File: src/source/lfbuf_pkg.sv
// **************************************************
// shared types of the line-to-frame buffer
// only the low 16 bits of each 64-bit DDR word are used
// **************************************************
`default_nettype none

package lfbuf_pkg;

    // one rendered pixel
    typedef logic [15:0] pixel_t;

    // word address width of the DDR port, bits 31:3 of a byte address
    localparam int DDR_AW = 29;

    // data width of the DDR port
    localparam int DDR_DW = 64;

    // upper address nibble that places the frame area in DDR
    localparam logic [3:0] DDR_BASE = 4'd3;

    // only the two low bytes carry a pixel
    localparam logic [7:0] DDR_BE = 8'h03;

    // request from one client toward the arbiter
    // rd is held until accepted, we is a level for the whole burst
    typedef struct packed {
        logic              rd;
        logic              we;
        logic [DDR_AW-1:0] addr;
        pixel_t            data;
    } ddr_req_t;

    // what the arbiter hands back to both clients
    typedef struct packed {
        logic              busy;
        logic              dout_ready;
        logic [DDR_DW-1:0] dout;
    } ddr_rsp_t;

endpackage

`default_nettype wire
File: src/source/lfbuf_scan_reader.sv
// **************************************************
// fetches one DDR line per horizontal blank
// a new blank before the burst ends is ignored
// **************************************************
`timescale 1ns/1ns
`default_nettype none

module lfbuf_scan_reader import lfbuf_pkg::*; #(
    parameter int HW = 9,
    parameter int VW = 8
) (
    input  logic          clk,
    input  logic          rst,
    input  logic          lhbl,
    input  logic [VW-1:0] vrender,
    input  logic          frame,
    output logic          scr_we,
    output logic [HW-1:0] rd_addr,
    output pixel_t        scr_wdata,
    input  logic          grant,
    output ddr_req_t      req,
    input  ddr_rsp_t      rsp
);

    typedef enum logic [1:0] {
        RD_IDLE,
        RD_REQ,
        RD_DATA
    } rd_state_t;

    rd_state_t     state;
    logic          lhbl_l;
    logic [HW-1:0] beats;
    logic [VW-1:0] row;
    logic          bank;

    // rd stays up until the arbiter accepts it, one cycle when not stalled
    assign req.rd   = (state == RD_REQ);
    assign req.we   = 1'b0;
    assign req.data = '0;
    assign req.addr = {DDR_BASE, {(DDR_AW-5-VW-HW){1'b0}}, bank, row, {HW{1'b0}}};

    always_ff @(posedge clk or posedge rst) begin
        if (rst) begin
            state   <= RD_IDLE;
            lhbl_l  <= 1'b0;
            beats   <= '0;
            rd_addr <= '0;
            scr_we  <= 1'b0;
        end else begin
            lhbl_l <= lhbl;
            scr_we <= 1'b0;
            // write address moves on after each stored beat
            if (scr_we) begin
                rd_addr <= rd_addr + 1'b1;
            end
            case (state)
                RD_IDLE: begin
                    if (lhbl && !lhbl_l) begin
                        state <= RD_REQ;
                    end
                end
                RD_REQ: begin
                    if (grant && !rsp.busy) begin
                        state   <= RD_DATA;
                        beats   <= '0;
                        rd_addr <= '0;
                    end
                end
                RD_DATA: begin
                    if (rsp.dout_ready) begin
                        scr_we <= 1'b1;
                        beats  <= beats + 1'b1;
                        if (&beats) begin
                            state <= RD_IDLE;
                        end
                    end
                end
                default: state <= RD_IDLE;
            endcase
        end
    end

    always_ff @(posedge clk) begin
        if (state == RD_IDLE && lhbl && !lhbl_l) begin
            row  <= vrender;
            // screen shows the bank not being written
            bank <= ~frame;
        end
        if (rsp.dout_ready) begin
            scr_wdata <= rsp.dout[15:0];
        end
    end

endmodule

`default_nettype wire

File: config.mk
export PLATFORM = sky130hd
export DESIGN_NAME = lfbuf_scan_reader
export DESIGN_NICKNAME = d
export VERILOG_FILES = /design/src/source/lfbuf_pkg.sv /design/src/source/lfbuf_scan_reader.sv
export SDC_FILE = /design/constraint.sdc
export NUM_CORES = 1
export LEC_CHECK = 0
export BUFFER_PORTS_ARGS = -buffer_cell sky130_fd_sc_hd__clkbuf_2
export CAP_MARGIN = 5
export CORE_MARGIN = 5
export CORE_UTILIZATION = 45
export CTS_BUF_LIST = sky130_fd_sc_hd__clkbuf_8
export DETAILED_ROUTE_END_ITERATION = 6
export PLACE_DENSITY = 0.87
export SYNTH_ARGS = -nofsm -noshare
export SYNTH_HDL_FRONTEND = slang
export SYNTH_SLANG_ARGS = --single-unit
File: constraint.sdc
create_clock -name clk -period 3.4 [get_ports clk]
set_input_delay 0.17 -clock clk [delete_from_list [all_inputs] [get_ports clk]]
set_output_delay 0.17 -clock clk [all_outputs]
set_load 0.01 [all_outputs]
* Word level (Yosys, flattened, before mapping) *
Cells that the tools add are included.

cells by class
  bitwise logic cells = 1
  add/subtract/negate cells = 2
  reductions and logical operators = 11
  mux-type cells = 13
  equality and inequality tests = 6

operator list
  operator               count
  $mux W9                5
  $add A9 B1 Y9 const B  2
  $pmux W9 S2            1
  $reduce_and A9 Y1      1
  $mux W2                4
  $ne A2 B2 Y1 const B   3
  $pmux W2 S3            1
  $logic_and A1 B1 Y1    4
  $reduce_and A4 Y1      1
  $reduce_and A3 Y1      1
  $eq A2 B1 Y1 const B   1
  $eq A2 B2 Y1 const B   1
  $logic_not A1 Y1       2
  $logic_not A2 Y1       1
  $mux W1                2
  $ne A2 B1 Y1 const B   1
  $reduce_bool A2 Y1     1
  $not A1 Y1             1

word-level totals
  output and inout port bits = 73
  input port bits = 79
  register bits = 47
  logic and storage cells = 41

* Longest topological paths before layout *
  depth after elaboration = 4
  mapped depth = 7
  gate-level depth less buffers = 7

* Worst setup path before layout *
No wires, ideal clock.

  path type = reg2reg
  start point = reg state[1]
  end point = reg bank, enable pin
  stages on the path, launching flop included = 2
  buffers on the path = 0
  path slack = 1.400 ns
  library setup time = 0.406 ns
  period minus slack after synthesis = 2.000 ns
  arrival = 1.594 ns
  required time = 2.994 ns
  cells stage by stage = dfrtp_1 > nor4b_1

on the way
  cells in the longest elaborated chain, start to end = 3

ends and longest elaborated chain
  what                              line                     text
  start: declaration                lfbuf_scan_reader.sv:31  rd_state_t state;
  start signal: assignment          lfbuf_scan_reader.sv:45  state <= RD_IDLE;
  start signal: assignment          lfbuf_scan_reader.sv:60  state <= RD_REQ;
  start signal: assignment          lfbuf_scan_reader.sv:65  state <= RD_DATA;
  $logic_not A2 Y1                  lfbuf_scan_reader.sv:85  if (state == RD_IDLE && lhbl && !lhbl_l) begin
  $logic_and A1 B1 Y1 (2 in a row)  lfbuf_scan_reader.sv:85
  end signal: assignment            lfbuf_scan_reader.sv:88  bank <= ~frame;
  end: declaration                  lfbuf_scan_reader.sv:35  logic bank;

No other way between the ends.
A chain may end at the register's enable or synchronous reset.

* Final worst setup path *
  start point = reg state[1]
  end point = reg row[4], enable pin

on the way
  cells in the longest elaborated chain, start to end = 3

ends and longest elaborated chain
  what                              line                     text
  $logic_not A2 Y1                  lfbuf_scan_reader.sv:85
  $logic_and A1 B1 Y1 (2 in a row)  lfbuf_scan_reader.sv:85
  end signal: assignment            lfbuf_scan_reader.sv:86  row <= vrender;
  end: declaration                  lfbuf_scan_reader.sv:34  logic [VW-1:0] row;

No other way between the ends.

==> impl_metrics.tcl <==
set metrics [dict create \
    cp-end-kind "flip-flop" \
    boundaryPins 152 \
    grt_pass1_wl_um 6440 \
    grt_pass1_vias 1338 \
    start_util 0.458 \
    finalHoldViolations 0 \
    p_seq_frac 0.511 \
    synth_top_area_share 0.352 \
    path_delay_family "simple AND/OR/NAND/NOR gates" \
    hold_class "in -> async" \
    ys_ff_latch 47 \
    p_per_area_nw_per_um2 628 \
    final_net_count 319 \
    cts_sinks 47 \
    swShare 0.286 \
    layout_commonest_cell "clkbuf_2" \
    tightest_slew_ns 0.937 \
    grt_max_degree 23 \
    dp_hpwl_um 3000 \
    cts_setup_buffers 0 \
    dr.first_iter.drc_count 77 \
    place_area_um2 2360 \
    syn_avg_cell_area_um2 12.6 \
    final_cell_mix "66 x clkbuf_2, 37 x conb_1, 25 x edfxtp_1" \
    crit_fanout 10 \
    slew_viol_final 0 \
    synthCells 169 \
    synthDistinctLibCells 33 \
    setup_viol 0 \
    async_reset_ff_frac 0.468 \
    start_kind "flip-flop" \
    wirelength_um 4110 \
    grt.overflow.total 0 \
    synth_area_um2 2130 \
    h-tree-depth 2 \
    leakagePower_nw 1.20 \
    p_int_w 0.00112 \
    cp_data_required_time_ns 3.32 \
    place_ws_ns 1.70 \
    antenna_cells 0 \
    yosys_warnings 0 \
    slew_headroom 0.373 \
    cts.clk_slew.worst_paths_ns 0.08 \
    worstPathArrival_ns 1.60 \
    setup_tns_ns 0 \
    cp_num_buf_inv 0 \
    dieArea_um2 6220 \
    drive_above_1_share 0.328 \
    synth_edf_count 25 \
    die_y_um 78.9 \
    rr_startpoint "state[1]" \
    cts.path.max_buffers 2 \
    wl_per_cell_um 14.1 \
    max-cap-violations 0 \
    fillers 370 \
    clockPowerShare 0.290 \
    final.min_clock_period_ns 1.68 \
    p_sw_w 0.000449 \
    cts_root_buf "clkbuf_8" \
    timing.rr.end "row[4]" \
    die_w_um 78.9 \
    rsz0062_at_grt "false" \
    final_cell_area_um2 2500 \
    crit_chain "nor4b_2" \
    yosysTopAreaCell "edfxtp_1" \
    grtUsageTotal 0.132 \
    tritoncts "done" \
    route.detailed.drc 0 \
    synthFlopType "edfxtp_1" \
    antenna_found_initial 0 \
    worst_slack_ns 1.72 \
    peakVddDrop_uv 186 \
    slowest_stage "nor4b_2" \
    port_buffers 66 \
    outcome "completed" \
    seq_area_frac_synth 0.610 \
    timing.fmax_mhz 596 \
    r2r_cells 1 \
    rows 25 \
    cts_resized 0 \
    drt-pass1-iter-count 4 \
    p_total_w 0.00157 \
    routabilityCongestion 0.808 \
    via_per_inst 4.78 \
    core_um2 4660 \
    clock_latency_ns 0.29 \
    critPathKind "reg -> reg" \
    fin_skew_ns 0.00503 \
    pwr-share-comb 0.199 \
    synth_top_cells_by_area "edfxtp_1 35%, dfrtp_1 26%, buf_4 13%" \
    min_period_over_period 0.494 \
    vias 1395 \
    cts_buffers 5 \
    syn_to_final_growth_pct 17.2 \
    r2r_slack_ns 1.72 \
    ant_nets 0 \
    max_stage_delay_ns 0.86 \
]
-- Yosys cell counts (2+ instances only) --
master,instances
o21ai_0,5
o31ai_1,2
mux2i_1,4
nor2_1,6
a21oi_1,7
nand3_1,6
or3_1,4
nor3_1,2
buf_6,2
nand2_1,12
inv_1,4
edfxtp_1,25
buf_4,38
nand4_1,2
nand3b_1,2
dfrtp_1,22
nand2b_1,3
or4_1,2
ha_1,3
xor2_1,3
conb_1,2
a22o_1,2
-- cell type report --
type | instances | area [µm²] | area share
Sequential cell | 47 | 1300 | 0.520
Multi-Input combinational cell | 112 | 644 | 0.258
Timing Repair Buffer | 67 | 340 | 0.136
Clock buffer | 5 | 68.8 | 0.0275
Tap cell | 54 | 67.6 | 0.0270
Clock inverter | 3 | 63.8 | 0.0255
Inverter | 4 | 15.0 | 0.00600
-- power groups by stage --
stage               clock network, W  logic [W]  registers, W
floorplan                          0   0.000202      0.000824
global placement                   0   0.000297      0.000807
detailed placement                 0   0.000311      0.000813
CTS                         0.000468   0.000316      0.000801
global route                0.000498   0.000349      0.000819
finish                      0.000456   0.000312      0.000803
-- kinds of logic (layout without fill, tap and decap cells) --
group / count (synthesis) / in the layout / synth area share
fa+ha+maj: 3 / 3 / 0.0176
buf+inv: 45 / 79 / 0.153
xor+xnor: 4 / 4 / 0.0164
flops: 47 / 47 / 0.610
simple gates: 47 / 47 / 0.134
other cells: 2 / 37 / 0.00352
compound gates: 17 / 17 / 0.0469
mux: 4 / 4 / 0.0188
-- metrics by stage --
stage,instances,util,hold WS [ns]
6_report,292,0.537,0.0111
5_1_grt,292,0.537,0.0345
4_1_cts,292,0.537,0.0373
3_5_place_dp,283,0.506,0.292
3_3_place_gp,283,0.506,0.294
2_1_floorplan,204,-,0.159
-- state kept, by name, indices dropped and copies added, names as in the netlist --
name / flops
rd_addr: 9
beats: 9
lhbl_l: 1
scr_wdata: 16
scr_we: 1
row: 8
state: 2
bank: 1
-- metal layers --
metal / wire, µm / part of all wire / track usage / vias up
met5: 0 / 0 / 0 / -
li1: - / - / - / 656
met3: 497 / 0.12 / 0.0465 / 7
met4: 53 / 0.013 / 0.0464 / 0
met1: 1400 / 0.34 / 0.140 / 654
met2: 2160 / 0.53 / 0.241 / 78
-- timing repair --
| item | 4_1_cts | 5_1_grt |
|---|---|---|
| hold buffers | 1 | 0 |
| hold endpoints to repair | 1 | 0 |
| setup endpoints to repair | 0 | 0 |
-- worst max path at each step --
| stage | from | end | slack, ns | cells past startpoint |
|---|---|---|---|---|
| detailed placement | rsp[64] | beats[5] | 1.70 | 4 |
| global placement | state[1] | bank | 1.74 | 1 |
| global route | state[1] | row[4] | 1.58 | 1 |
| CTS | state[1] | row[0] | 1.71 | 1 |
| finish | state[1] | row[4] | 1.72 | 1 |
| floorplan | state[1] | bank | 1.40 | 1 |
Power figures use the tool's default switching activity.
