==> src/source/lfbuf_pkg.sv <==
// **************************************************
// shared types of the line-to-frame buffer
// only the low 16 bits of each 64-bit DDR word are used
// **************************************************
`default_nettype none

package lfbuf_pkg;

    // one rendered pixel
    typedef logic [15:0] pixel_t;

    // word address width of the DDR port, bits 31:3 of a byte address
    localparam int DDR_AW = 29;

    // data width of the DDR port
    localparam int DDR_DW = 64;

    // upper address nibble that places the frame area in DDR
    localparam logic [3:0] DDR_BASE = 4'd3;

    // only the two low bytes carry a pixel
    localparam logic [7:0] DDR_BE = 8'h03;

    // request from one client toward the arbiter
    // rd is held until accepted, we is a level for the whole burst
    typedef struct packed {
        logic              rd;
        logic              we;
        logic [DDR_AW-1:0] addr;
        pixel_t            data;
    } ddr_req_t;

    // what the arbiter hands back to both clients
    typedef struct packed {
        logic              busy;
        logic              dout_ready;
        logic [DDR_DW-1:0] dout;
    } ddr_rsp_t;

endpackage

`default_nettype wire
==> src/source/lfbuf_line_writer.sv <==
// **************************************************
// copies a finished render line to DDR and clears it
// one pending line is kept, a third ln_done during a copy is lost
// **************************************************
`timescale 1ns/1ns
`default_nettype none

module lfbuf_line_writer import lfbuf_pkg::*; #(
    parameter int HW = 9,
    parameter int VW = 8
) (
    input  logic          clk,
    input  logic          rst,
    input  logic          ln_done,
    input  logic [VW-1:0] ln_v,
    input  logic          frame,
    output logic          line,
    output logic          fb_done,
    output logic [HW:0]   ram_addr,
    output logic          ram_clr,
    input  pixel_t        ram_data,
    input  logic          grant,
    output ddr_req_t      req,
    input  ddr_rsp_t      rsp
);

    logic          ln_done_l;
    logic          ln_rise;
    logic          pend;
    logic          active;
    logic          step;
    logic [HW-1:0] idx;
    // line captured at ln_done, then moved to cur_* when the copy starts
    logic [VW-1:0] pend_v;
    logic          pend_half;
    logic          pend_frame;
    logic [VW-1:0] cur_v;
    logic          cur_half;
    logic          cur_frame;

    assign ln_rise = ln_done && !ln_done_l;
    // one pixel leaves per granted non-busy cycle
    assign step    = active && grant && !rsp.busy;

    assign ram_addr = {cur_half, idx};
    assign ram_clr  = step;

    assign req.rd   = 1'b0;
    assign req.we   = active;
    assign req.data = ram_data;
    // zero padding sits between the base nibble and the bank bit
    assign req.addr = {DDR_BASE, {(DDR_AW-5-VW-HW){1'b0}}, cur_frame, cur_v, idx};

    always_ff @(posedge clk or posedge rst) begin
        if (rst) begin
            ln_done_l <= 1'b0;
            pend      <= 1'b0;
            active    <= 1'b0;
            idx       <= '0;
            line      <= 1'b0;
            fb_done   <= 1'b0;
        end else begin
            ln_done_l <= ln_done;
            fb_done   <= 1'b0;
            if (active) begin
                if (step) begin
                    idx <= idx + 1'b1;
                    // idx wraps to zero for the next line
                    if (&idx) begin
                        active  <= 1'b0;
                        fb_done <= 1'b1;
                    end
                end
            end else if (pend) begin
                active <= 1'b1;
                pend   <= 1'b0;
            end
            // set after the start above so a rise on the start cycle is kept
            if (ln_rise) begin
                pend <= 1'b1;
                line <= ~line;
            end
        end
    end

    always_ff @(posedge clk) begin
        // renderer moves to the other half, copy the one it just left
        if (ln_rise) begin
            pend_v     <= ln_v;
            pend_half  <= line;
            pend_frame <= frame;
        end
        if (!active && pend) begin
            cur_v     <= pend_v;
            cur_half  <= pend_half;
            cur_frame <= pend_frame;
        end
    end

endmodule

`default_nettype wire

==> config.mk <==
export PLATFORM = sky130hd
export DESIGN_NAME = lfbuf_line_writer
export DESIGN_NICKNAME = d
export VERILOG_FILES = /design/src/source/lfbuf_pkg.sv /design/src/source/lfbuf_line_writer.sv
export SDC_FILE = /design/constraint.sdc
export NUM_CORES = 1
export LEC_CHECK = 0
export ABC_AREA = 1
export BUFFER_PORTS_ARGS = -buffer_cell sky130_fd_sc_hd__buf_4
export CAP_MARGIN = 40
export CORE_MARGIN = 2
export CORE_UTILIZATION = 38
export CTS_CLUSTER_DIAMETER = 30
export DETAILED_ROUTE_END_ITERATION = 8
export PLACE_DENSITY = 0.84
export SYNTH_ARGS = -nofsm -noshare
export SYNTH_HDL_FRONTEND = slang
export SYNTH_SLANG_ARGS = --single-unit
==> constraint.sdc <==
create_clock -name clk -period 3.21 [get_ports clk]
set_input_delay 0.642 -clock clk [delete_from_list [all_inputs] [get_ports clk]]
set_output_delay 0.642 -clock clk [all_outputs]
set_load 0.02 [all_outputs]
* Word level (Yosys, flattened, before mapping)
Index checks and enable logic that the tools add are counted.
Operators by class: $add $sub $neg 1, equality and inequality tests 1, multiplexer cells 9, bitwise logic cells 1, reduce and logical (&&, ||, !) cells 9
Operators by type and width (number):
- $add A9 B1 Y9 const B | 1
- $mux W1 | 9
- $reduce_and A9 Y1 | 1
- $logic_and A1 B1 Y1 | 4
- $logic_not A1 Y1 | 3
- $ne A2 B2 Y1 const B | 1
- $reduce_and A2 Y1 | 1
- $not A1 Y1 | 1
Storage, ports and cells: register bits 34, input port bits 95, output and inout port bits 60, word-level logic and storage cells 33

* Logic depth before layout (Yosys ltp)
Gate-level depths: netlist of run 1.
depth after elaboration 4, gate-level depth with buffers 9, depth with buffers taken out 9

* Least setup slack after synthesis of run 1
Ideal clock, no wire load.
path kind reg-to-reg, from register idx[1], to register active, setup time 0.129 ns, arrival time 1.479 ns, data required time 3.081 ns, slack 1.603 ns, cell stages (with the launch flop) 10, period minus slack after synthesis 1.607 ns, cell sequence dfrtp_1 ha_1 inv_1 nor2_1 nand2_1 nor3_1 ha_1 inv_1 o21ai_0 o21ai_0
Between the ends: word-level cells in the longest chain between the ends 4
Ends and longest elaborated chain:
- start, declared | line lfbuf_line_writer.sv:32 | logic [HW-1:0] idx;
- start signal, assigned | line lfbuf_line_writer.sv:67 | idx <= idx + 1'b1;
- $reduce_and A9 Y1 | line lfbuf_line_writer.sv:69 | if (&idx) begin
- $mux W1 | line lfbuf_line_writer.sv:69
- $mux W1 | line lfbuf_line_writer.sv:66 | if (step) begin
- $mux W1 | line lfbuf_line_writer.sv:65 | if (active) begin
- end signal, assigned | line lfbuf_line_writer.sv:58 | active <= 1'b0;
- end signal, assigned | line lfbuf_line_writer.sv:70 | active <= 1'b0;
- end signal, assigned | line lfbuf_line_writer.sv:75 | active <= 1'b1;
- end, declared | line lfbuf_line_writer.sv:30 | logic active;
Every way passes these cells. A chain may end at the register's enable or synchronous reset.

* Worst setup path in the final report of run 1
from register active, to output ram_clr
Between the ends: word-level cells in the longest chain between the ends 2
Ends and longest elaborated chain:
- $logic_and A1 B1 Y1 (2 in series) | line lfbuf_line_writer.sv:43 | assign step = active && grant && !rsp.busy;
- end, declared | line lfbuf_line_writer.sv:20 | output logic ram_clr,
Every way passes these cells.

==> results of run 1 <==
-- flip-flops by register name, summed over array words and instances (netlist names) --
signal	cells
pend_v	8
fb_done	1
idx	9
pend_frame	1
pend_half	1
active	1
ln_done_l	1
line	1
cur_v	8
cur_frame	1
pend	1
cur_half	1
-- routing by layer --
| metal | global-route usage [%] | vias up |
|---|---|---|
| met3 | 2.96 | 2 |
| met5 | 0 | - |
| met2 | 14.1 | 39 |
| li1 | - | 429 |
| met4 | 4.75 | 0 |
| met1 | 13.3 | 394 |
-- final cells by class --
type / count / area (um2) / area share [%]
multi-input cells: 61 / 302 / 16.9
repair buffers: 45 / 338 / 18.9
flip-flops and latches: 34 / 951 / 53.2
well taps: 50 / 62.6 / 3.50
inverters: 14 / 52.6 / 2.94
clock buffers: 6 / 72.6 / 4.06
clock inverters: 2 / 8.76 / 0.490
-- path summary, 6_finish.rpt --
path / endpoint / slack [ns] / cells after the start
max: ram_clr / 1.35 / 3
min: idx[6] / 0.41 / 2
min in group clk: cur_v[3] / 0.41 / 0
max in group asynchronous: active / 2.44 / 2
max reg2reg: active / 1.58 / 9
min reg2reg: cur_v[3] / 0.41 / 0
-- layout by cell type, fill, tap and decap left out, types with 2 or more instances in the layout --
cell type and count:
ha_1 2, xnor2_1 3, dfrtp_1 14, conb_1 12
nand3_1 5, nand2_1 22, nor2_1 7, clkbuf_8 5
xor2_1 2, buf_4 45, o21ai_0 2, inv_1 14
edfxtp_1 20
-- power by group through the flow --
stage	sequential [mW]	clock, mW	combinational (mW)
after floorplan	0.625	0	0.228
after global placement	0.586	0	0.331
after detailed placement	0.589	0	0.334
after CTS	0.581	0.292	0.335
after global routing	0.591	0.309	0.358
final	0.580	0.279	0.331
-- logic make-up after synthesis --
family	Yosys count	synth area share (%)
buffers and inverters	54	22.5
AND/OR/NAND/NOR	39	11.0
flip-flops	34	60.7
XOR/XNOR	5	2.79
AO/OA/AOI/OAI	3	0.957
adder cells (fa/ha/maj)	2	1.60
other	2	0.479
-- worst reg2reg max path: stages, from the launching register on --
cell     delay, ns
dfrtp_1       0.43
ha_1          0.20
inv_1         0.04
nor2_1        0.16
nand2_1       0.07
nor3_1        0.14
ha_1          0.17
inv_1         0.05
o21ai_0       0.14
o21ai_0       0.10
-- per-stage QoR --
stage | area (um2) | total power, mW | util, % | cells
finish | 1790 | 1.19 | 45.0 | 212
global route | 1790 | 1.26 | 45.0 | 212
CTS | 1790 | 1.21 | 45.0 | 212
detailed placement | 1710 | 0.923 | 42.9 | 204
global placement | 1710 | 0.917 | 42.9 | 204
floorplan | 1610 | 0.853 | - | 149
==> summary.md, run 1 <==
| Metric | Value |
|---|---|
| Status | completed |
| Vias in the first global route | 732 |
| Max_cap viols | 0 |
| WL met1 | 995 um |
| Die area | 4660 um2 |
| PwrDens | 666 nW/um2 |
| Via count | 864 |
| Crit. Startpoint | active |
| Diodes inserted | 0 |
| FP Rows | 23 |
| Seq/Total Area, Yosys | 60.7% |
| Clock latency on the worst-skew pair | 0.27 ns |
| Crit-path cells | nand2_1, nor2_4, buf_4 |
| Int Pwr | 806 uW |
| Core Area | 3970 um2 |
| Largest net degree at the start of global routing | 15 |
| Antenna Nets Post-Route | 0 |
| Worst hold path type | input pin to asynchronous set/reset pin |
| Worst slack at placement | 1.39 ns |
| Routed vias/inst | 4.08 |
| DRT Pass-1 Iters | 3 |
| Synth area leaders | edfxtp_1 (38%), dfrtp_1 (22%), buf_4 (19%) |
| Most frequent cell after synthesis | buf_4 |
| First-pass GRT wire length | 3330 um |
| Starting Density | 39.5% |
| Synth top area share | 38.3% |
| P_sw | 384 uW |
| Worst hold margin | 0.409 ns |
| CP top delay family | flip-flops |
| DR iter-0 viols | 9 |
| Pins Over Slew Limit | 0 |
| IO Pins | 155 |
| CP Data Arrival Time | 1.21 ns |
| Hold Vio Cnt, Final | 0 |
| Worst r2r src | idx[1] |
| Leak | 0.839 nW |
| WP buf/inv | 1 |
| Main synth FF type | edfxtp_1 |
| EDFF count, synth | 20 |
| Share of cells above drive strength 1 | 34.0% |
| HPWL Detailed | 1820 um |
| CP Capture Type | output pin |
| Hold-fix buffers, CTS | 0 |
| PortBufs | 45 |
| Final nets | 258 |
| Max FO, Critical Path | 7 |
| RSZ-0062 raised after global routing | no |
| Die width | 68.2 um |
| Crit start category | flop |
| Fin crit period | 1.86 ns |
| Final worst-path cycle share | 57.8% |
| Ys async rst share | 41.2% |
| PostCTS Resize Cnt | 0 |
| P&R area growth vs syn | 14.0% |
| CTS tree | done |
| Htree depth | 2 |
| Final setup TNS | 0 ns |
| Initial antenna violation count | 0 |
| Kind of critical path | flop to output pin |
| Gr ovfl total | 0 |
| Top cells by count, synth | buf_4 (40), nand2_1 (22), edfxtp_1 (20) |
| Met3 WL post-DR | 187 um |
| Top cell type by total area after synthesis | edfxtp_1 |
| Cell Area, Synth | 1570 um2 |
| DRC Markers | 0 |
| Fin Clk Skew | 0.00741 ns |
| Top Metal Used | met4 |
| Crit-path max cell delay | 0.46 ns |
| Maximum VDD drop | 0.363 mV |
| Post-Syn Instances | 139 |
| Drt wl/cell | 11.0 um |
| Clock buffer depth | 2 |
| Synth cell types | 18 |
| Met2 WL post-DR | 1140 um |
| Synthesized area per cell | 11.3 um2 |
| Setup Viol. Count Final | 0 |
| Clock tree sinks | 34 |
| Clock group share of total power | 23.5% |
| CTS Buf Count | 5 |
| Final WS setup | 1.35 ns |
| # Post-CTS Setup Buffers | 0 |
| Synthesis Warnings | 0 |
| Total Wirelength | 2340 um |
| Placer Congestion | 0.697 |
| Switching portion of total power | 32.3% |
| GRT Util Overall | 9.75% |
| Worst-margin pin slew | 0.788 ns |
| Clk slew on worst S/H paths | 0.07 ns |
| Worst EP required | 2.57 ns |
| Sequential share of power | 48.7% |
| CP max stage cell | dfrtp_1 |
| Fmax | 539 MHz |
| CTS root buf | clkbuf_8 |
| Comb pwr share | 27.8% |
| Slew HR | 47.3% |
| Yosys reg bits | 34 |
| Fill count | 373 |
| Die H | 68.2 um |
No activity file was read; power rests on OpenSTA's default activity.
==> run 2, diff against run 1 <==
--- a/config.mk
+++ b/config.mk
@@ -5,14 +5,14 @@
 export SDC_FILE = /design/constraint.sdc
 export NUM_CORES = 1
 export LEC_CHECK = 0
-export ABC_AREA = 1
+export ABC_AREA = 0
 export BUFFER_PORTS_ARGS = -buffer_cell sky130_fd_sc_hd__buf_4
 export CAP_MARGIN = 40
 export CORE_MARGIN = 2
-export CORE_UTILIZATION = 38
+export CORE_UTILIZATION = 32
 export CTS_CLUSTER_DIAMETER = 30
 export DETAILED_ROUTE_END_ITERATION = 8
-export PLACE_DENSITY = 0.84
+export PLACE_DENSITY = 0.77
 export SYNTH_ARGS = -nofsm -noshare
 export SYNTH_HDL_FRONTEND = slang
 export SYNTH_SLANG_ARGS = --single-unit
==> constraint.sdc (replaced) <==
create_clock -name clk -period 1.55 [get_ports clk]
set_input_delay 0.31 -clock clk [delete_from_list [all_inputs] [get_ports clk]]
set_output_delay 0.31 -clock clk [all_outputs]
set_load 0.02 [all_outputs]
==> summary.md, run 2 <==
| Metric | Value |
|---|---|
| CTS root buf | clkbuf_8 |
| Worst EP required | 1.24 ns |
| Total Wirelength | 2260 um |
| Gr ovfl total | 0 |
| Post-Syn Instances | 115 |
| Placed cell area | 1650 um2 |
| Initial antenna violation count | 0 |
| Crit-path max cell delay | 0.43 ns |
| CTS Buf Count | 5 |
| Die H | 72.6 um |
| Clock latency on the worst-skew pair | 0.28 ns |
| RSZ-0062 raised after global routing | no |
| Setup Viol. Count Final | 0 |
| Switching portion of total power | 31.1% |
| Routed vias/inst | 4.00 |
| Clock group share of total power | 24.5% |
| CP top delay family | flip-flops |
| Main synth FF type | edfxtp_1 |
| WP depth | 3 |
| Slew HR | 65.0% |
| Reg2reg setup slack | 0.19 ns |
| Diodes inserted | 0 |
| Most frequent cell after synthesis | buf_4 |
| PortBufs | 45 |
| Largest net degree at the start of global routing | 15 |
| IO Pins | 155 |
| CP max stage cell | dfrtp_2 |
| Worst-margin pin slew | 0.525 ns |
| Status | completed |
| Commonest non-fill, non-tap cell in the layout | buf_4 |
| EDFF count, synth | 20 |
| Cell Area, Synth | 1510 um2 |
| Most frequent cells in the layout | buf_4 (45), edfxtp_1 (20), dfrtp_1 (13), nand2_1 (12), conb_1 (12) |
| P&R area growth vs syn | 14.8% |
| GRT Util Overall | 8.70% |
| Yosys reg bits | 34 |
| Ys async rst share | 41.2% |
| Die area | 5280 um2 |
| Hold-fix buffers, CTS | 0 |
| Via count | 760 |
| Biggest regs | idx x9, cur_v x8, pend_v x8 |
| PwrDens | 1380 nW/um2 |
| Synth top area share | 39.8% |
| Placer Congestion | 0.702 |
| FP Rows | 24 |
| Comb pwr share | 25.7% |
| Seq/Total Area, Yosys | 63.1% |
| Vias in the first global route | 670 |
| Synth cell types | 19 |
| Top cells by count, synth | buf_4 (40), edfxtp_1 (20), dfrtp_1 (14) |
| DR iter-0 viols | 15 |
| Max FO, Critical Path | 8 |
| Pins Over Slew Limit | 0 |
| Final worst-path cycle share | 91.4% |
| Die width | 72.6 um |
| HPWL Detailed | 1730 um |
| Reg2Reg Depth | 6 |
| Clock buffer depth | 2 |
| Crit-path cells | nand3b_4, inv_4, buf_4 |
| Htree depth | 2 |
| Worst hold margin | 0.0734 ns |
| Sequential share of power | 49.8% |
| Maximum VDD drop | 1.18 mV |
| Crit. Startpoint | active |
| Fin crit period | 1.42 ns |
| CP Data Arrival Time | 1.11 ns |
| Synth area leaders | edfxtp_1 (40%), dfrtp_1 (23%), buf_4 (20%) |
| Clk slew on worst S/H paths | 0.07 ns |
| Drt wl/cell | 11.9 um |
| CTS tree | done |
| Max_cap viols | 0 |
| Int Pwr | 1.64 mW |
| Leak | 0.795 nW |
| Share of cells above drive strength 1 | 39.9% |
| DRT Pass-1 Iters | 4 |
| First-pass GRT wire length | 3280 um |
| Fin Clk Skew | 0.00904 ns |
| Kind of critical path | flop to output pin |
| Crit start category | flop |
| Crit path to | ram_clr |
| WP buf/inv | 2 |
| Fmax | 706 MHz |
| Synthesized area per cell | 13.1 um2 |
| Design Area, Final | 1730 um2 |
| DRC Markers | 0 |
| Clock tree sinks | 34 |
| Top cell type by total area after synthesis | edfxtp_1 |
| Hold Vio Cnt, Final | 0 |
| Core Area | 4440 um2 |
| Worst hold path type | input pin to asynchronous set/reset pin |
| Final setup TNS | 0 ns |
| Worst r2r src | idx[0] |
| Max reg flops | 9 |
| CP Capture Type | output pin |
| Largest register by flop count | idx |
| Final nets | 234 |
| Starting Density | 33.9% |
| Antenna Nets Post-Route | 0 |
| FF-to-FF End | active |
| P_sw | 744 uW |
| Synthesis Warnings | 0 |
-- run 2: routing by layer --
layer / global-route usage [%] / routed length [um] / vias to the layer above
met4: 5.97 / 61 / 0
met2: 12.3 / 1060 / 39
met5: 0 / 0 / -
li1: - / - / 364
met1: 10.8 / 965 / 353
met3: 3.45 / 170 / 4
-- run 2: per-stage QoR --
stage	power, mW	setup slack, ns	std cells	utilization [%]
after global placement	1.81	0.219	182	37.1
after detailed placement	1.83	0.203	182	37.1
final	2.39	0.134	190	38.9
after CTS	2.41	0.0444	190	38.9
after floorplan	1.70	0.181	125	-
after global routing	2.49	0.0671	190	38.9
-- run 2: worst min-delay path by stage --
stage          endpoint  cells after the start
2_1_floorplan    active                      1
3_3_place_gp    fb_done                      2
3_5_place_dp    fb_done                      2
4_1_cts          idx[8]                      2
5_1_grt          idx[8]                      2
6_report         idx[8]                      2
-- run 2: area by class of cell --
cell class,instances,area [um2]
timing repair buffer,45,338
sequential,34,952
multi-input combinational,48,280
fill,437,2710
clock buffer,6,72.6
clock inverter,2,8.76
inverter,3,13.8
tap,52,65.1
-- run 2: power by group through the flow --
stage / Clock (mW) / Sequential, mW / Combinational [mW]
2_1_floorplan: 0 / 1.28 / 0.417
3_3_place_gp: 0 / 1.20 / 0.611
3_5_place_dp: 0 / 1.20 / 0.621
4_1_cts: 0.605 / 1.19 / 0.623
5_1_grt: 0.636 / 1.20 / 0.654
6_report: 0.584 / 1.19 / 0.615
-- run 2: worst register-to-register path, stage by stage (launching register included) --
cell and delay, ns:
dfrtp_1 0.44, ha_1 0.24, nand3_1 0.14, nor2_1 0.07, ha_1 0.16, and2_1 0.14
nor2_1 0.09
-- run 2: kinds of logic after synthesis --
| kind of cell | share of synthesized area [%] |
|---|---|
| adder cells (fa/ha/maj) | 1.66 |
| XOR/XNOR | 4.65 |
| buffers and inverters | 20.8 |
| flip-flops | 63.1 |
| AND/OR/NAND/NOR | 9.29 |
| other | 0.498 |
-- run 2: what timing repair did --
item | CTS | global route
setup endpoints to repair | 0 | 1
setup buffers | 0 | 0
resized for setup | 0 | 1
==> run 3, diff against run 2 <==
==> constraint.sdc (replaced) <==
create_clock -name clk -period 1.55 [get_ports clk]
set_input_delay 0.155 -clock clk [delete_from_list [all_inputs] [get_ports clk]]
set_output_delay 0.155 -clock clk [all_outputs]
set_load 0.02 [all_outputs]
==> summary.md, run 3 (synthesis results as in run 2) <==
| Metric | Value |
|---|---|
| PortBufs | 45 |
| FP Rows | 24 |
| Worst r2r src | idx[0] |
| Initial antenna violation count | 0 |
| Hold Vio Cnt, Final | 0 |
| Largest register by flop count | idx |
| GRT Util Overall | 8.76% |
| Worst hold path type | input pin to flop |
| FF-to-FF End | active |
| P&R area growth vs syn | 16.0% |
| Reg2Reg Depth | 6 |
| Max reg flops | 9 |
| Final nets | 236 |
| RSZ-0062 raised after global routing | no |
| Fmax | 739 MHz |
| Starting Density | 33.9% |
| Hold Crit Depth | 1 |
| End of the worst hold path | pend_v[0] |
| Leak | 0.804 nW |
| PostCTS Resize Cnt | 0 |
| Hold-fix buffers, CTS | 2 |
| Kind of critical path | flop to flop |
| Total Wirelength | 2270 um |
| Core Area | 4440 um2 |
| Worst hold margin | 0.0552 ns |
| CTS tree | done |
| CP top delay family | simple AND/OR/NAND/NOR gates |
| Fin Clk Skew | 0.00940 ns |
| Worst EP required | 1.75 ns |
| WP depth | 6 |
| CTS Buf Count | 5 |
| Via count | 767 |
| CP Capture Type | flop |
| Multi-input gate area | 280 um2 |
| Final setup TNS | 0 ns |
| WP buf/inv | 0 |
| DR iter-0 viols | 12 |
| CTS root buf | clkbuf_8 |
| Share of cells above drive strength 1 | 38.6% |
| Fin crit period | 1.35 ns |
| Status | completed |
| Commonest non-fill, non-tap cell in the layout | buf_4 |
| PwrDens | 1370 nW/um2 |
| Slew HR | 65.0% |
| Htree depth | 2 |
| Clk slew on worst S/H paths | 0.07 ns |
| Clock buffer depth | 2 |
| Die H | 72.6 um |
| Pins Over Slew Limit | 0 |
| Worst-margin pin slew | 0.524 ns |
| Die width | 72.6 um |
| CP max stage cell | dfrtp_1 |
| Fill count | 435 |
| Max FO, Critical Path | 5 |
| Placer Congestion | 0.702 |
| Clock latency on the worst-skew pair | 0.28 ns |
| IO Pins | 155 |
| DRT Pass-1 Iters | 4 |
| HP Start | ln_v[0] |
| Largest net degree at the start of global routing | 15 |
| Crit start category | flop |
| Crit-path cells | ha_1, nand3_1, nor2_1, ha_1, and2_1, nor2_1 |
| Final worst-path cycle share | 87.3% |
| Most frequent cells in the layout | buf_4 (45), edfxtp_1 (20), dfrtp_1 (14), nand2_1 (12), conb_1 (12) |
| # Post-CTS Setup Buffers | 0 |
| Vias in the first global route | 682 |
| HPWL Detailed | 1730 um |
| DRC Markers | 0 |
| Reg2reg setup slack | 0.20 ns |
| CP Data Arrival Time | 1.56 ns |
| Biggest regs | idx x9, cur_v x8, pend_v x8 |
| Drt wl/cell | 11.8 um |
| Die area | 5280 um2 |
| Crit-path max cell delay | 0.44 ns |
| Maximum VDD drop | 1.18 mV |
| Routed vias/inst | 3.99 |
| Max_cap viols | 0 |
| Gr ovfl total | 0 |
| Setup Viol. Count Final | 0 |
| Antenna Nets Post-Route | 0 |
| Diodes inserted | 0 |
| FF/Latch Area | 951 um2 |
| Clock tree sinks | 34 |
| First-pass GRT wire length | 3310 um |
==> run 3: changes by cell type in the layout (fill, tap and decap cells not counted) <==
| cell | delta |
|---|---|
| dfrtp_2 | -1 |
| dlygate4sd3_1 | +2 |
| dfrtp_1 | +1 |
==> run 3: metrics by stage <==
| stage | power (mW) | cell area, um2 | utilization (%) | instances | worst slack [ns] |
|---|---|---|---|---|---|
| after detailed placement | 1.83 | 1650 | 37.1 | 182 | 0.203 |
| final | 2.39 | 1750 | 39.4 | 192 | 0.196 |
| after global routing | 2.50 | 1750 | 39.4 | 192 | 0.0819 |
| after global placement | 1.81 | 1650 | 37.1 | 182 | 0.219 |
| after CTS | 2.42 | 1750 | 39.4 | 192 | 0.183 |
| after floorplan | 1.70 | 1550 | - | 125 | 0.181 |
==> run 3: layer usage <==
layer / vias up / wire (um) / global-route usage (%)
li1: 369 / - / -
met1: 357 / 985 / 10.8
met2: 37 / 1070 / 12.5
met3: 4 / 156 / 3.45
met4: 0 / 61 / 5.97
met5: - / 0 / 0
==> run 3: power by group <==
| part | switching [mW] | internal, mW |
|---|---|---|
| logic | 0.343 | 0.276 |
| clock network | 0.277 | 0.308 |
| registers | 0.124 | 1.06 |
| total | 0.745 | 1.65 |
==> run 3: final cells by class <==
cell class / instances / area share [%]
flip-flops and latches: 34 / 54.4
repair buffers: 47 / 20.5
inverters: 3 / 0.787
multi-input cells: 48 / 16.0
clock buffers: 6 / 4.15
well taps: 52 / 3.72
clock inverters: 2 / 0.501
==> run 3: how the worst max path moves through the flow <==
| stage | start | endpoint | slack [ns] |
|---|---|---|---|
| 5_1_grt | idx[0] | idx[8] | 0.08 |
| 3_3_place_gp | idx[0] | idx[8] | 0.22 |
| 4_1_cts | idx[0] | active | 0.18 |
| 6_report | idx[0] | active | 0.20 |
| 3_5_place_dp | idx[0] | idx[8] | 0.20 |
| 2_1_floorplan | idx[0] | idx[8] | 0.18 |
