==> config.mk <==
export PLATFORM = sky130hd
export DESIGN_NAME = lfbuf_ddr_arbiter
export DESIGN_NICKNAME = d
export VERILOG_FILES = /design/src/source/lfbuf_pkg.sv /design/src/source/lfbuf_ddr_arbiter.sv
export SDC_FILE = /design/constraint.sdc
export NUM_CORES = 1
export LEC_CHECK = 0
export ABC_AREA = 1
export BUFFER_PORTS_ARGS = -buffer_cell sky130_fd_sc_hd__buf_2
export CELL_PAD_IN_SITES_DETAIL_PLACEMENT = 1
export CELL_PAD_IN_SITES_GLOBAL_PLACEMENT = 1
export CORE_AREA = 4 4 131 133
export CTS_BUF_LIST = sky130_fd_sc_hd__clkbuf_8
export DETAILED_ROUTE_END_ITERATION = 7
export DIE_AREA = 0 0 135 137
export GPL_TIMING_DRIVEN = 0
export PLACE_DENSITY_LB_ADDON = 0.2
export SLEW_MARGIN = 10
export SYNTH_ARGS = -nofsm -noshare
export SYNTH_HDL_FRONTEND = slang
export SYNTH_SLANG_ARGS = --single-unit
export TNS_END_PERCENT = 5
==> constraint.sdc <==
create_clock -name clk -period 2.4 [get_ports clk]
set_input_delay 0.12 -clock clk [delete_from_list [all_inputs] [get_ports clk]]
set_output_delay 0.12 -clock clk [all_outputs]
set_load 0.01 [all_outputs]
==> src/source/lfbuf_pkg.sv <==
// **************************************************
// shared types of the line-to-frame buffer
// only the low 16 bits of each 64-bit DDR word are used
// **************************************************
`default_nettype none

package lfbuf_pkg;

    // one rendered pixel
    typedef logic [15:0] pixel_t;

    // word address width of the DDR port, bits 31:3 of a byte address
    localparam int DDR_AW = 29;

    // data width of the DDR port
    localparam int DDR_DW = 64;

    // upper address nibble that places the frame area in DDR
    localparam logic [3:0] DDR_BASE = 4'd3;

    // only the two low bytes carry a pixel
    localparam logic [7:0] DDR_BE = 8'h03;

    // request from one client toward the arbiter
    // rd is held until accepted, we is a level for the whole burst
    typedef struct packed {
        logic              rd;
        logic              we;
        logic [DDR_AW-1:0] addr;
        pixel_t            data;
    } ddr_req_t;

    // what the arbiter hands back to both clients
    typedef struct packed {
        logic              busy;
        logic              dout_ready;
        logic [DDR_DW-1:0] dout;
    } ddr_rsp_t;

endpackage

`default_nettype wire
==> src/source/lfbuf_ddr_arbiter.sv <==
// **************************************************
// one DDR port shared by line writer and scan reader
// a read burst ends after 2^HW dout_ready beats
// **************************************************
`timescale 1ns/1ns
`default_nettype none

module lfbuf_ddr_arbiter import lfbuf_pkg::*; #(
    parameter int HW = 9
) (
    input  logic              clk,
    input  logic              rst,
    input  ddr_req_t          wr_req,
    input  ddr_req_t          rd_req,
    output logic              wr_grant,
    output logic              rd_grant,
    output ddr_rsp_t          rsp,
    input  logic              ddram_busy,
    input  logic              ddram_dout_ready,
    input  logic [DDR_DW-1:0] ddram_dout,
    output logic              ddram_rd,
    output logic              ddram_we,
    output logic [DDR_AW-1:0] ddram_addr,
    output logic [DDR_DW-1:0] ddram_din,
    output logic [7:0]        ddram_be,
    output logic [HW:0]       ddram_burstcnt
);

    typedef enum logic {
        OWN_RD,
        OWN_WR
    } owner_t;

    owner_t        owner;
    logic          in_burst;
    logic [HW-1:0] beat_cnt;

    // grants are exclusive, so rd and we can never meet on the pins
    assign rd_grant = in_burst && (owner == OWN_RD);
    assign wr_grant = in_burst && (owner == OWN_WR);

    assign ddram_rd   = rd_grant && rd_req.rd;
    assign ddram_we   = wr_grant && wr_req.we;
    assign ddram_addr = (owner == OWN_RD) ? rd_req.addr : wr_req.addr;
    // pixel in the low half word, upper bytes masked by be
    assign ddram_din      = {{(DDR_DW-16){1'b0}}, wr_req.data};
    assign ddram_be       = DDR_BE;
    assign ddram_burstcnt = {1'b1, {HW{1'b0}}};

    assign rsp.busy       = ddram_busy;
    assign rsp.dout_ready = ddram_dout_ready;
    assign rsp.dout       = ddram_dout;

    always_ff @(posedge clk or posedge rst) begin
        if (rst) begin
            owner    <= OWN_RD;
            in_burst <= 1'b0;
            beat_cnt <= '0;
        end else if (!in_burst) begin
            beat_cnt <= '0;
            // reads first, the screen cannot wait past the blank
            if (rd_req.rd) begin
                owner    <= OWN_RD;
                in_burst <= 1'b1;
            end else if (wr_req.we) begin
                owner    <= OWN_WR;
                in_burst <= 1'b1;
            end
        end else if (owner == OWN_WR) begin
            // writer drops we after its last pixel
            if (!wr_req.we) begin
                in_burst <= 1'b0;
            end
        end else if (ddram_dout_ready) begin
            beat_cnt <= beat_cnt + 1'b1;
            if (&beat_cnt) begin
                in_burst <= 1'b0;
            end
        end
    end

endmodule

`default_nettype wire

# == Word-level counts from Yosys, hierarchy flattened ==
# Cells that the tools add are included.
# classes
add_sub_neg,1
eq_ne,2
mux,12
bitwise,2
n_reduce_logical,8
# ops
op,count
two-way mux 29 bit,1
two-way mux 9 bit,3
adder 9 x 1 -> 9 bit (second input constant),1
AND reduction 9 bit,1
two-way mux 1 bit,8
logical AND 1 bit,4
!= test 2 bit (second input constant),2
AND reduction 2 bit,2
inverter 1 bit,2
nonzero test 2 bit,1
# word_totals
register_bits,11
in_bits,162
out_inout_bits,181

# == Longest topological paths before layout ==
# Gate-level depths: netlist of the first run.
# logic_depth
depth_word,5
ltp_mapped,8
mapped_depth_nobuf,7

# == Worst setup path after synthesis of the first run ==
# OpenSTA, ideal clock, no wires.
# synth_timing
path_kind,flip-flop to flip-flop
start,reg beat_cnt[1]
end,reg beat_cnt[8]
setup_ns,0.116
t_arrival_ns,1.176
required_ns,2.284
path_slack_ns,1.108
stages_incl_launch_ff,7
path_buffers,0
synth_period_minus_slack_ns,1.292
path_cell_list,dfrtp_1 -> ha_1 -> nand2_1 -> nor4_1 -> ha_1 -> nand3_1 -> nand2_1
# synth_via
elab_chain_cells,4
# synth_lines
item,line_no,text
start: declaration,lfbuf_ddr_arbiter.sv:36,logic [HW-1:0] beat_cnt;
start signal: assignment,lfbuf_ddr_arbiter.sv:75,beat_cnt <= beat_cnt + 1'b1;
adder 9 x 1 -> 9 bit,lfbuf_ddr_arbiter.sv:75,
two-way mux 9 bit,lfbuf_ddr_arbiter.sv:74,end else if (ddram_dout_ready) begin
two-way mux 9 bit,lfbuf_ddr_arbiter.sv:69,end else if (owner == OWN_WR) begin
two-way mux 9 bit,lfbuf_ddr_arbiter.sv:59,end else if (!in_burst) begin
# Every way passes these cells. The select of a mux whose other input is x is not followed.
# A chain may end at the register's enable or synchronous reset.

# == Final worst setup path of the first run ==
# layout_timing
start,reg owner
end,out ddram_addr[28]
# layout_via
elab_chain_cells,1
# layout_lines
item,line_no,text
start: declaration,lfbuf_ddr_arbiter.sv:34,owner_t owner;
start signal: assignment,lfbuf_ddr_arbiter.sv:56,owner <= OWN_RD;
start signal: assignment,lfbuf_ddr_arbiter.sv:63,owner <= OWN_RD;
start signal: assignment,lfbuf_ddr_arbiter.sv:66,owner <= OWN_WR;
two-way mux 29 bit,lfbuf_ddr_arbiter.sv:44,assign ddram_addr = (owner == OWN_RD) ? rd_req.addr : wr_req.addr;
end: declaration,lfbuf_ddr_arbiter.sv:23,"output logic [DDR_AW-1:0] ddram_addr,"
# Every way passes these cells.

==> results of run 1 <==
-- synthesized netlist by cell type --
cell type    n
inv_1       14
clkbuf_1     3
dfrtp_1     11
buf_4      149
o21ai_1      2
nand4_1      2
and2_4       1
conb_1       2
nand3b_1     1
nor2_2       1
inv_2        2
buf_2        4
nor4_1       1
ha_1         2
nand2_4      2
a21oi_1      3
inv_4        1
nand3_1      7
nand2_1    109
nor3_1       1
nor2_1       8
o21ai_0      3
-- critical path: cells and delay by family (launching register included) --
kind,cells,cell delay (ns)
simple gates,2,0.19
flops,1,0.32
buf+inv,3,0.70
-- worst max-delay path by stage --
stage / from / to
finish: owner / ddram_addr[28]
CTS: owner / ddram_rd
global placement: beat_cnt[1] / beat_cnt[8]
detailed placement: beat_cnt[1] / beat_cnt[8]
floorplan: beat_cnt[1] / beat_cnt[8]
global route: beat_cnt[1] / in_burst
-- logic make-up after synthesis --
kind of cell    after synthesis  synth area share
compound gates                8            0.0190
fa+ha+maj                     2            0.0119
buf+inv                     173             0.577
flops                        11             0.131
other cells                   2           0.00356
simple gates                133             0.258
-- layout by cell type (no fill, tap or decap), types with 2 or more instances in the layout --
| cell type | instances |
|---|---|
| inv_2 | 2 |
| nand4_1 | 2 |
| o21ai_0 | 3 |
| buf_4 | 149 |
| inv_1 | 15 |
| buf_2 | 181 |
| nand2_1 | 109 |
| ha_1 | 2 |
| dfrtp_1 | 11 |
| nand3_1 | 7 |
| conb_1 | 66 |
| a21oi_1 | 3 |
| nand2_4 | 2 |
| clkbuf_8 | 3 |
| o21ai_1 | 2 |
| nor2_1 | 8 |
| clkbuf_1 | 3 |
-- power by group through the flow --
stage	Clock (W)	Combinational, W	Sequential [W]
3_3_place_gp	0	0.00148	0.000238
5_1_grt	0.000203	0.00165	0.000242
4_1_cts	0.000197	0.00151	0.000237
3_5_place_dp	0	0.00150	0.000241
6_report	0.000185	0.00146	0.000237
2_1_floorplan	0	0.000897	0.000235
-- per-stage QoR --
| stage | worst slack [ns] | instances | utilization |
|---|---|---|---|
| global placement | 0.873 | 786 | 0.221 |
| global route | 0.630 | 791 | 0.225 |
| finish | 0.819 | 791 | 0.225 |
| floorplan | 1.11 | 393 | - |
| detailed placement | 0.866 | 786 | 0.221 |
| CTS | 0.755 | 791 | 0.225 |
-- layer usage --
| metal | GRT usage | vias to the layer above |
|---|---|---|
| met2 | 0.194 | 148 |
| met4 | 0.00672 | 0 |
| met1 | 0.0931 | 1103 |
| met5 | 0 | - |
| met3 | 0.0268 | 2 |
| li1 | - | 1265 |
-- final cells by class --
| class | instances | area share |
|---|---|---|
| plain buffers | 156 | 0.323 |
| repair buffers | 178 | 0.252 |
| multi-input cells | 209 | 0.241 |
| flip-flops and latches | 11 | 0.0774 |
| well taps | 216 | 0.0759 |
| inverters | 17 | 0.0186 |
| clock buffers | 3 | 0.0116 |
| clock inverters | 1 | 0.00105 |
-- state kept, by name, summed over array words and instances (netlist names) --
| register | count |
|---|---|
| in_burst | 1 |
| beat_cnt | 9 |
| owner | 1 |
==> flow_summary.yaml, run 1 <==
status:
  status: "finished, final reports clean"
routing:
  wl_met2_um: 5790
  wl_um: 10100
  top_layer: "met4"
  first_iter_violations: 70
  vias_per_cell: 3.18
  met3WireLength_um: 1120
  drcViolationCount: 0
  detail_route.first_pass.iterations: 4
  ant_nets: 0
  vias: 2518
  wirelength_met1_um: 3140
  wire_per_inst_um: 12.7
clocking:
  cts.sinks: 11
  ctsResizeCount: 0
  htreeDepth: 1
  clock_tree.root_cell: "clkbuf_8"
  clock_path_buffers: 2
  insertion_delay_ns: 0.24
  cts_buffers: 3
  cts_setup_buffers: 0
  cts_tree: "built"
  cts_hold_buf: 1
  clk_pin_slew_ns: 0.05
finish:
  antenna_cells: 0
  multi_input_area_um2: 856
  finalInstanceArea_um2: 3560
  drive_above_1_share: 0.591
  fillers: 2082
  layout.nets: 740
  ff_latch_area_um2: 275
  area_growth_pct: 68.9
die:
  die_h_um: 137
  die_area_um2: 18500
  num_io_pins: 343
  core_area_um2: 15800
  row_count: 46
  die_w_um: 135
  start_util: 0.133
pwr:
  swShare: 0.517
  p_leak_nw: 2.32
  p_clk_frac: 0.099
  p_switching_w: 0.000974
  p_comb_frac: 0.776
  ir_drop_uv: 178
  total_power_w: 0.00188
  internal_power_w: 0.000909
  seqPwrFrac: 0.126
  power.density_nw_per_um2: 529
sta:
  drv_slew: 0
  final-hold-violation-count: 0
  tns_ns: 0
  setup_viol: 0
  holdWs_ns: 0.195
  tightest_slew_ns: 0.506
  fin_crit_ns: 1.58
  fmax_ghz: 0.633
  finClkSkew_ns: 0.00116
  maxSlewHeadroom: 0.663
  rsz0062_at_grt: "no"
  final.period_utilization: 0.659
synthesis:
  yosysTopAreaCellShare: 0.531
  avgSynthCellArea_um2: 6.40
  ys_seq_area_frac: 0.131
  yosysWarningCount: 0
  netlist_instances: 329
  synthTopCellsByArea: "buf_4 (53%), nand2_1 (19%), dfrtp_1 (13%)"
  synth_largest_area_cell: "buf_4"
  yosysUniqueCellTypes: 22
  synth_area_um2: 2110
  ys_seq_elements: 11
worst_setup_path:
  cp.required_ns: 2.28
  r2r_cells: 6
  r2r-start: "beat_cnt[1]"
  rr_endpoint: "beat_cnt[8]"
  crit_path_end_kind: "output pin"
  crit_arrival_ns: 1.46
  worstSetupStartpointType: "register"
  critPathMaxFanout: 10
  cp_common_cell: "nand2_1"
  crit_type: "reg2out"
  r2r_slack_ns: 0.86
  cpPeakStageDelay_ns: 0.41
  slowest_stage: "clkbuf_1"
  crit_chain: "buf_4 > clkbuf_1 > nand2_1 > nand2_1 > buf_2"
global_route:
  grt_antenna_before_repair: 0
  grt_use_total: 0.0926
  grt_pass1_vias: 2508
  grt_max_degree: 12
  grt_first_pass_wirelength_um: 13800
  grt_overflow: 0
placement:
  place.gp.congestion: 0.759
  place_area_um2: 3500
  hpwl_um: 9300
  port_buffers: 177
min_path:
  min_to: "in_burst"
  min_path_type: "in2reg"
  hold_depth: 3
  holdCritStartpoint: "wr_req[45]"
job:
  max_cap_viol_count: 0
Power figures use the tool's default switching activity.
==> run 2, diff against run 1 <==
--- a/config.mk
+++ b/config.mk
@@ -5,14 +5,14 @@
 export SDC_FILE = /design/constraint.sdc
 export NUM_CORES = 1
 export LEC_CHECK = 0
-export ABC_AREA = 1
+export ABC_AREA = 0
 export BUFFER_PORTS_ARGS = -buffer_cell sky130_fd_sc_hd__buf_2
 export CELL_PAD_IN_SITES_DETAIL_PLACEMENT = 1
 export CELL_PAD_IN_SITES_GLOBAL_PLACEMENT = 1
-export CORE_AREA = 4 4 131 133
+export CORE_AREA = 4 4 133 135
 export CTS_BUF_LIST = sky130_fd_sc_hd__clkbuf_8
 export DETAILED_ROUTE_END_ITERATION = 7
-export DIE_AREA = 0 0 135 137
+export DIE_AREA = 0 0 137 139
 export GPL_TIMING_DRIVEN = 0
 export PLACE_DENSITY_LB_ADDON = 0.2
 export SLEW_MARGIN = 10
==> constraint.sdc (replaced) <==
create_clock -name clk -period 1.58 [get_ports clk]
set_input_delay 0.079 -clock clk [delete_from_list [all_inputs] [get_ports clk]]
set_output_delay 0.079 -clock clk [all_outputs]
set_load 0.01 [all_outputs]
==> run 2 against run 1 <==
Net effect: clock skew barely moved; routed wire length down 15%; hold slack lost 0.15 ns.
==> flow_summary.yaml, run 2 <==
worst_setup_path:
  rr_endpoint: "in_burst"
  r2r_slack_ns: 0.22
  cp.required_ns: 1.50
  critPathMaxFanout: 10
  r2r_cells: 7
  crit_type: "reg2out"
  crit_arrival_ns: 1.42
  r2r-start: "beat_cnt[0]"
  worstSetupStartpointType: "register"
  crit_path_end_kind: "output pin"
synthesis:
  avgSynthCellArea_um2: 8.32
  yosysTopAreaCellShare: 0.545
  ys_seq_elements: 11
  synthFlopType: "dfrtp_1"
  synth_edf_count: 0
  yosysWarningCount: 0
  synth_common_cells: "buf_4 (148), mux2_2 (29), dfrtp_1 (11), nor2_1 (10), nand2_1 (7)"
  netlist_instances: 245
  synth_largest_area_cell: "buf_4"
  yosysUniqueCellTypes: 22
  synth_async_sr_flop_share: 1.00
  ys_seq_area_frac: 0.135
  synth_area_um2: 2040
  synthTopCellsByArea: "buf_4 (54%), mux2_2 (16%), dfrtp_1 (13%)"
  synth.most_common_cell: "buf_4"
sta:
  final-hold-violation-count: 0
  finClkSkew_ns: 0.00120
  drv_slew: 0
  setup_viol: 0
  final.period_utilization: 0.946
  tns_ns: 0
  fin_crit_ns: 1.50
  fmax_ghz: 0.669
  rsz0062_at_grt: "no"
pwr:
  total_power_w: 0.00254
  power.density_nw_per_um2: 726
  ir_drop_uv: 221
  p_leak_nw: 2.10
finish:
  layout_common_cells: "buf_2 (178), buf_4 (149), conb_1 (66), mux2_2 (29), dfrtp_1 (11)"
  area_growth_pct: 71.8
  max_flop_register: "beat_cnt"
  largest_reg_flops: 9
  final_common_cell: "buf_2"
  fillers: 2065
  layout.nets: 656
  reg_top3: "beat_cnt (9), in_burst (1), owner (1)"
  drive_above_1_share: 0.741
  ff_latch_area_um2: 275
  multi_input_area_um2: 847
  antenna_cells: 0
global_route:
  grt_overflow: 0
  grt_max_degree: 12
  grt_first_pass_wirelength_um: 12200
  grt_use_total: 0.0793
  grt_pass1_vias: 2323
  grt_antenna_before_repair: 1
die:
  die_h_um: 139
  core_area_um2: 16500
  die_area_um2: 19000
  die_w_um: 137
  num_io_pins: 343
  row_count: 47
  start_util: 0.124
clocking:
  cts_tree: "built"
  clock_tree.root_cell: "clkbuf_8"
  htreeDepth: 1
  insertion_delay_ns: 0.24
  clk_pin_slew_ns: 0.05
  clock_path_buffers: 2
  cts_setup_buffers: 0
  cts_buffers: 3
  cts.sinks: 11
min_path:
  holdCritStartpoint: "rd_req[46]"
  hold_depth: 2
  min_to: "owner"
  min_path_type: "in2reg"
routing:
  drcViolationCount: 0
  ant_nets: 0
  vias: 2196
  wl_um: 8520
  detail_route.first_pass.iterations: 3
  vias_per_cell: 3.09
  first_iter_violations: 20
  wire_per_inst_um: 12.0
status:
  status: "finished, final reports clean"
placement:
  port_buffers: 177
  place.gp.congestion: 0.720
  hpwl_um: 7920
job:
  max_cap_viol_count: 0
## run 2: worst max path at each step
stage,cells after the start,from,slack [ns],end
detailed placement,7,beat_cnt[0],0.21,in_burst
floorplan,6,beat_cnt[0],0.37,beat_cnt[8]
CTS,4,owner,0.01,ddram_addr[5]
finish,4,owner,0.08,ddram_addr[14]
global route,4,owner,0.009,ddram_addr[19]
global placement,7,beat_cnt[0],0.23,in_burst
## run 2: layout make-up
cell class / count / area share
buffer: 154 / 0.330
timing repair buffer: 178 / 0.256
multi-input combinational: 141 / 0.242
sequential: 11 / 0.0785
tap: 220 / 0.0785
clock buffer: 3 / 0.0118
inverter: 3 / 0.00321
clock inverter: 1 / 0.00107
## run 2: worst max-delay path: stages, from the launching register on
cell	delay (ns)
dfrtp_1	0.33
buf_6	0.13
clkbuf_4	0.22
mux2_2	0.35
buf_2	0.14
## run 2: logic make-up after synthesis
| kind of cell | count (synthesis) | share of synthesized area |
|---|---|---|
| flip-flops | 11 | 0.135 |
| AO/OA/AOI/OAI | 9 | 0.0245 |
| adder cells (fa/ha/maj) | 2 | 0.0123 |
| multiplexers | 29 | 0.160 |
| buffers and inverters | 157 | 0.567 |
| AND/OR/NAND/NOR | 28 | 0.0669 |
| XOR/XNOR | 7 | 0.0301 |
| other | 2 | 0.00368 |
## run 2: what timing repair did
action	in CTS	in global routing
resized for setup	1	4
setup endpoints to repair	2	27
hold endpoints to repair	11	0
hold buffers	1	0
## run 2: stage by stage
step / instances / utilization / hold WS (ns) / worst slack, ns / instance area, um2
floorplan: 309 / - / -0.0686 / 0.367 / 2280
global placement: 706 / 0.209 / 0.109 / 0.231 / 3440
detailed placement: 706 / 0.209 / 0.128 / 0.211 / 3440
CTS: 711 / 0.212 / 0.0342 / 0.00970 / 3500
global route: 711 / 0.213 / 0.0452 / 0.00894 / 3500
finish: 711 / 0.213 / 0.0419 / 0.0848 / 3500
## run 2: report_power, final
group | internal (W) | leakage, nW | switching [W] | total, W
clock | 0.000171 | 0.0269 | 0.000109 | 0.000280
sequential | 0.000337 | 0.145 | 0.0000616 | 0.000399
combinational | 0.000981 | 1.93 | 0.000884 | 0.00187
total | 0.00149 | 2.10 | 0.00105 | 0.00254
## run 2: per-layer routing
layer,wire length [um],part of all wire,vias to the layer above,global-route usage
met5,7,0.00082,-,0
met4,95,0.011,2,0.0236
met3,1210,0.14,6,0.0236
met2,4670,0.55,159,0.161
met1,2540,0.30,970,0.0739
li1,-,-,1059,-
==> run 3, diff against run 2 <==
==> constraint.sdc (replaced) <==
create_clock -name clk -period 1.6 [get_ports clk]
set_input_delay 0.08 -clock clk [delete_from_list [all_inputs] [get_ports clk]]
set_output_delay 0.08 -clock clk [all_outputs]
set_load 0.01 [all_outputs]
==> run 3 against run 2 <==
Net effect: sequential share of layout area did not move; cell area is the same; setup slack better by 0.010 ns; sequential cell count unchanged; utilization is the same.
==> flow_summary.yaml, run 3 (same netlist as run 2, synthesis figures left out) <==
status:
  status: "finished, final reports clean"
finish:
  reg_top3: "beat_cnt (9), in_burst (1), owner (1)"
  layout_common_cells: "buf_2 (178), buf_4 (148), conb_1 (66), mux2_2 (29), dfrtp_1 (11)"
  instances_no_fill: 711
  largest_reg_flops: 9
  layout.nets: 656
  drive_above_1_share: 0.741
  antenna_cells: 0
  max_flop_register: "beat_cnt"
  finalInstanceArea_um2: 3500
  area_growth_pct: 71.8
  final_common_cell: "buf_2"
global_route:
  grt_max_degree: 12
  grt_use_total: 0.0793
  grt_overflow: 0
  grt_antenna_before_repair: 1
  grt_pass1_vias: 2323
  grt_first_pass_wirelength_um: 12200
job:
  max_cap_viol_count: 0
routing:
  ant_nets: 0
  vias: 2197
  first_iter_violations: 20
  wl_um: 8520
  drcViolationCount: 0
  vias_per_cell: 3.09
  detail_route.first_pass.iterations: 3
  wire_per_inst_um: 12.0
clocking:
  cts_setup_buffers: 0
  clock_tree.root_cell: "clkbuf_8"
  cts_tree: "built"
  clk_pin_slew_ns: 0.05
  insertion_delay_ns: 0.24
  clock_path_buffers: 2
  htreeDepth: 1
  cts_buffers: 3
  cts.sinks: 11
sta:
  rsz0062_at_grt: "no"
  setup_viol: 0
  tns_ns: 0
  final.period_utilization: 0.941
  drv_slew: 0
  fmax_ghz: 0.664
  finClkSkew_ns: 0.00120
  fin_crit_ns: 1.51
  final-hold-violation-count: 0
  worst_slack_ns: 0.0949
die:
  row_count: 47
  num_io_pins: 343
  die_w_um: 137
  core_area_um2: 16500
  die_h_um: 139
  die_area_um2: 19000
  start_util: 0.124
worst_setup_path:
  worstSetupStartpointType: "register"
  rr_endpoint: "in_burst"
  r2r-start: "beat_cnt[0]"
  critPathCapture: "ddram_addr[5]"
  slowest_stage: "mux2_2"
  crit_arrival_ns: 1.43
  crit_start: "owner"
  cp.required_ns: 1.52
  crit_type: "reg2out"
  critPathMaxFanout: 10
  crit_chain: "buf_6 > clkbuf_4 > mux2_2 > buf_2"
  cpPeakStageDelay_ns: 0.35
  r2r_cells: 7
  r2r_slack_ns: 0.24
  crit_path_end_kind: "output pin"
pwr:
  power.density_nw_per_um2: 716
  p_leak_nw: 2.10
  ir_drop_uv: 219
min_path:
  min_path_type: "in2reg"
placement:
  place_area_um2: 3440
  place.gp.congestion: 0.720
  hpwl_um: 7920
  dp.cells: 706
  dp_worst_setup_slack_ns: 0.231
  port_buffers: 177
## run 3: cell type report
class,count,area [um2]
buffer,154,1150
tap,220,275
timing repair buffer,178,896
sequential,11,275
inverter,3,11.3
fill,2065,13000
multi-input combinational,141,847
clock buffer,3,41.3
clock inverter,1,3.75
## run 3: critical path, delay by kind of cell (launching register included)
| kind | cells | cell delay, ns |
|---|---|---|
| buffers and inverters | 3 | 0.49 |
| flip-flops | 1 | 0.33 |
| multiplexers | 1 | 0.35 |
## run 3: report_power, final
part | switching [W] | leakage (nW) | internal [W]
clock | 0.000107 | 0.0269 | 0.000169
combinational | 0.000873 | 1.93 | 0.000967
sequential | 0.0000609 | 0.145 | 0.000333
total | 0.00104 | 2.10 | 0.00147
## run 3: per-stage QoR
| stage | total power, W | utilization | hold slack (ns) |
|---|---|---|---|
| after floorplan | 0.00162 | - | -0.0676 |
| after global placement | 0.00223 | 0.209 | 0.110 |
| after detailed placement | 0.00224 | 0.209 | 0.129 |
| after CTS | 0.00254 | 0.212 | 0.0352 |
| after global routing | 0.00274 | 0.213 | 0.0462 |
| final | 0.00251 | 0.213 | 0.0429 |
## run 3: worst min path at each step
stage                   to  slack (ns)  depth (start not counted)       start
2_1_floorplan  beat_cnt[0]       -0.07                          1         rst
3_3_place_gp   beat_cnt[4]        0.11                          2         rst
3_5_place_dp   beat_cnt[4]        0.13                          2         rst
4_1_cts              owner        0.04                          2  rd_req[46]
5_1_grt              owner        0.05                          2  rd_req[46]
6_report             owner        0.04                          2  rd_req[46]
## run 3: repair_timing
action | in CTS | in global routing
cloned | 0 | 0
hold endpoints to repair | 11 | 0
endpoints found under the setup margin | 2 | 27
resized for setup | 1 | 3
hold buffers | 1 | 0
## run 3: routing by layer
| metal | vias to the layer above | share of wire | global-route usage |
|---|---|---|---|
| li1 | 1060 | - | - |
| met1 | 970 | 0.30 | 0.0739 |
| met2 | 159 | 0.55 | 0.161 |
| met3 | 6 | 0.14 | 0.0236 |
| met4 | 2 | 0.011 | 0.0236 |
| met5 | - | 0.00082 | 0 |
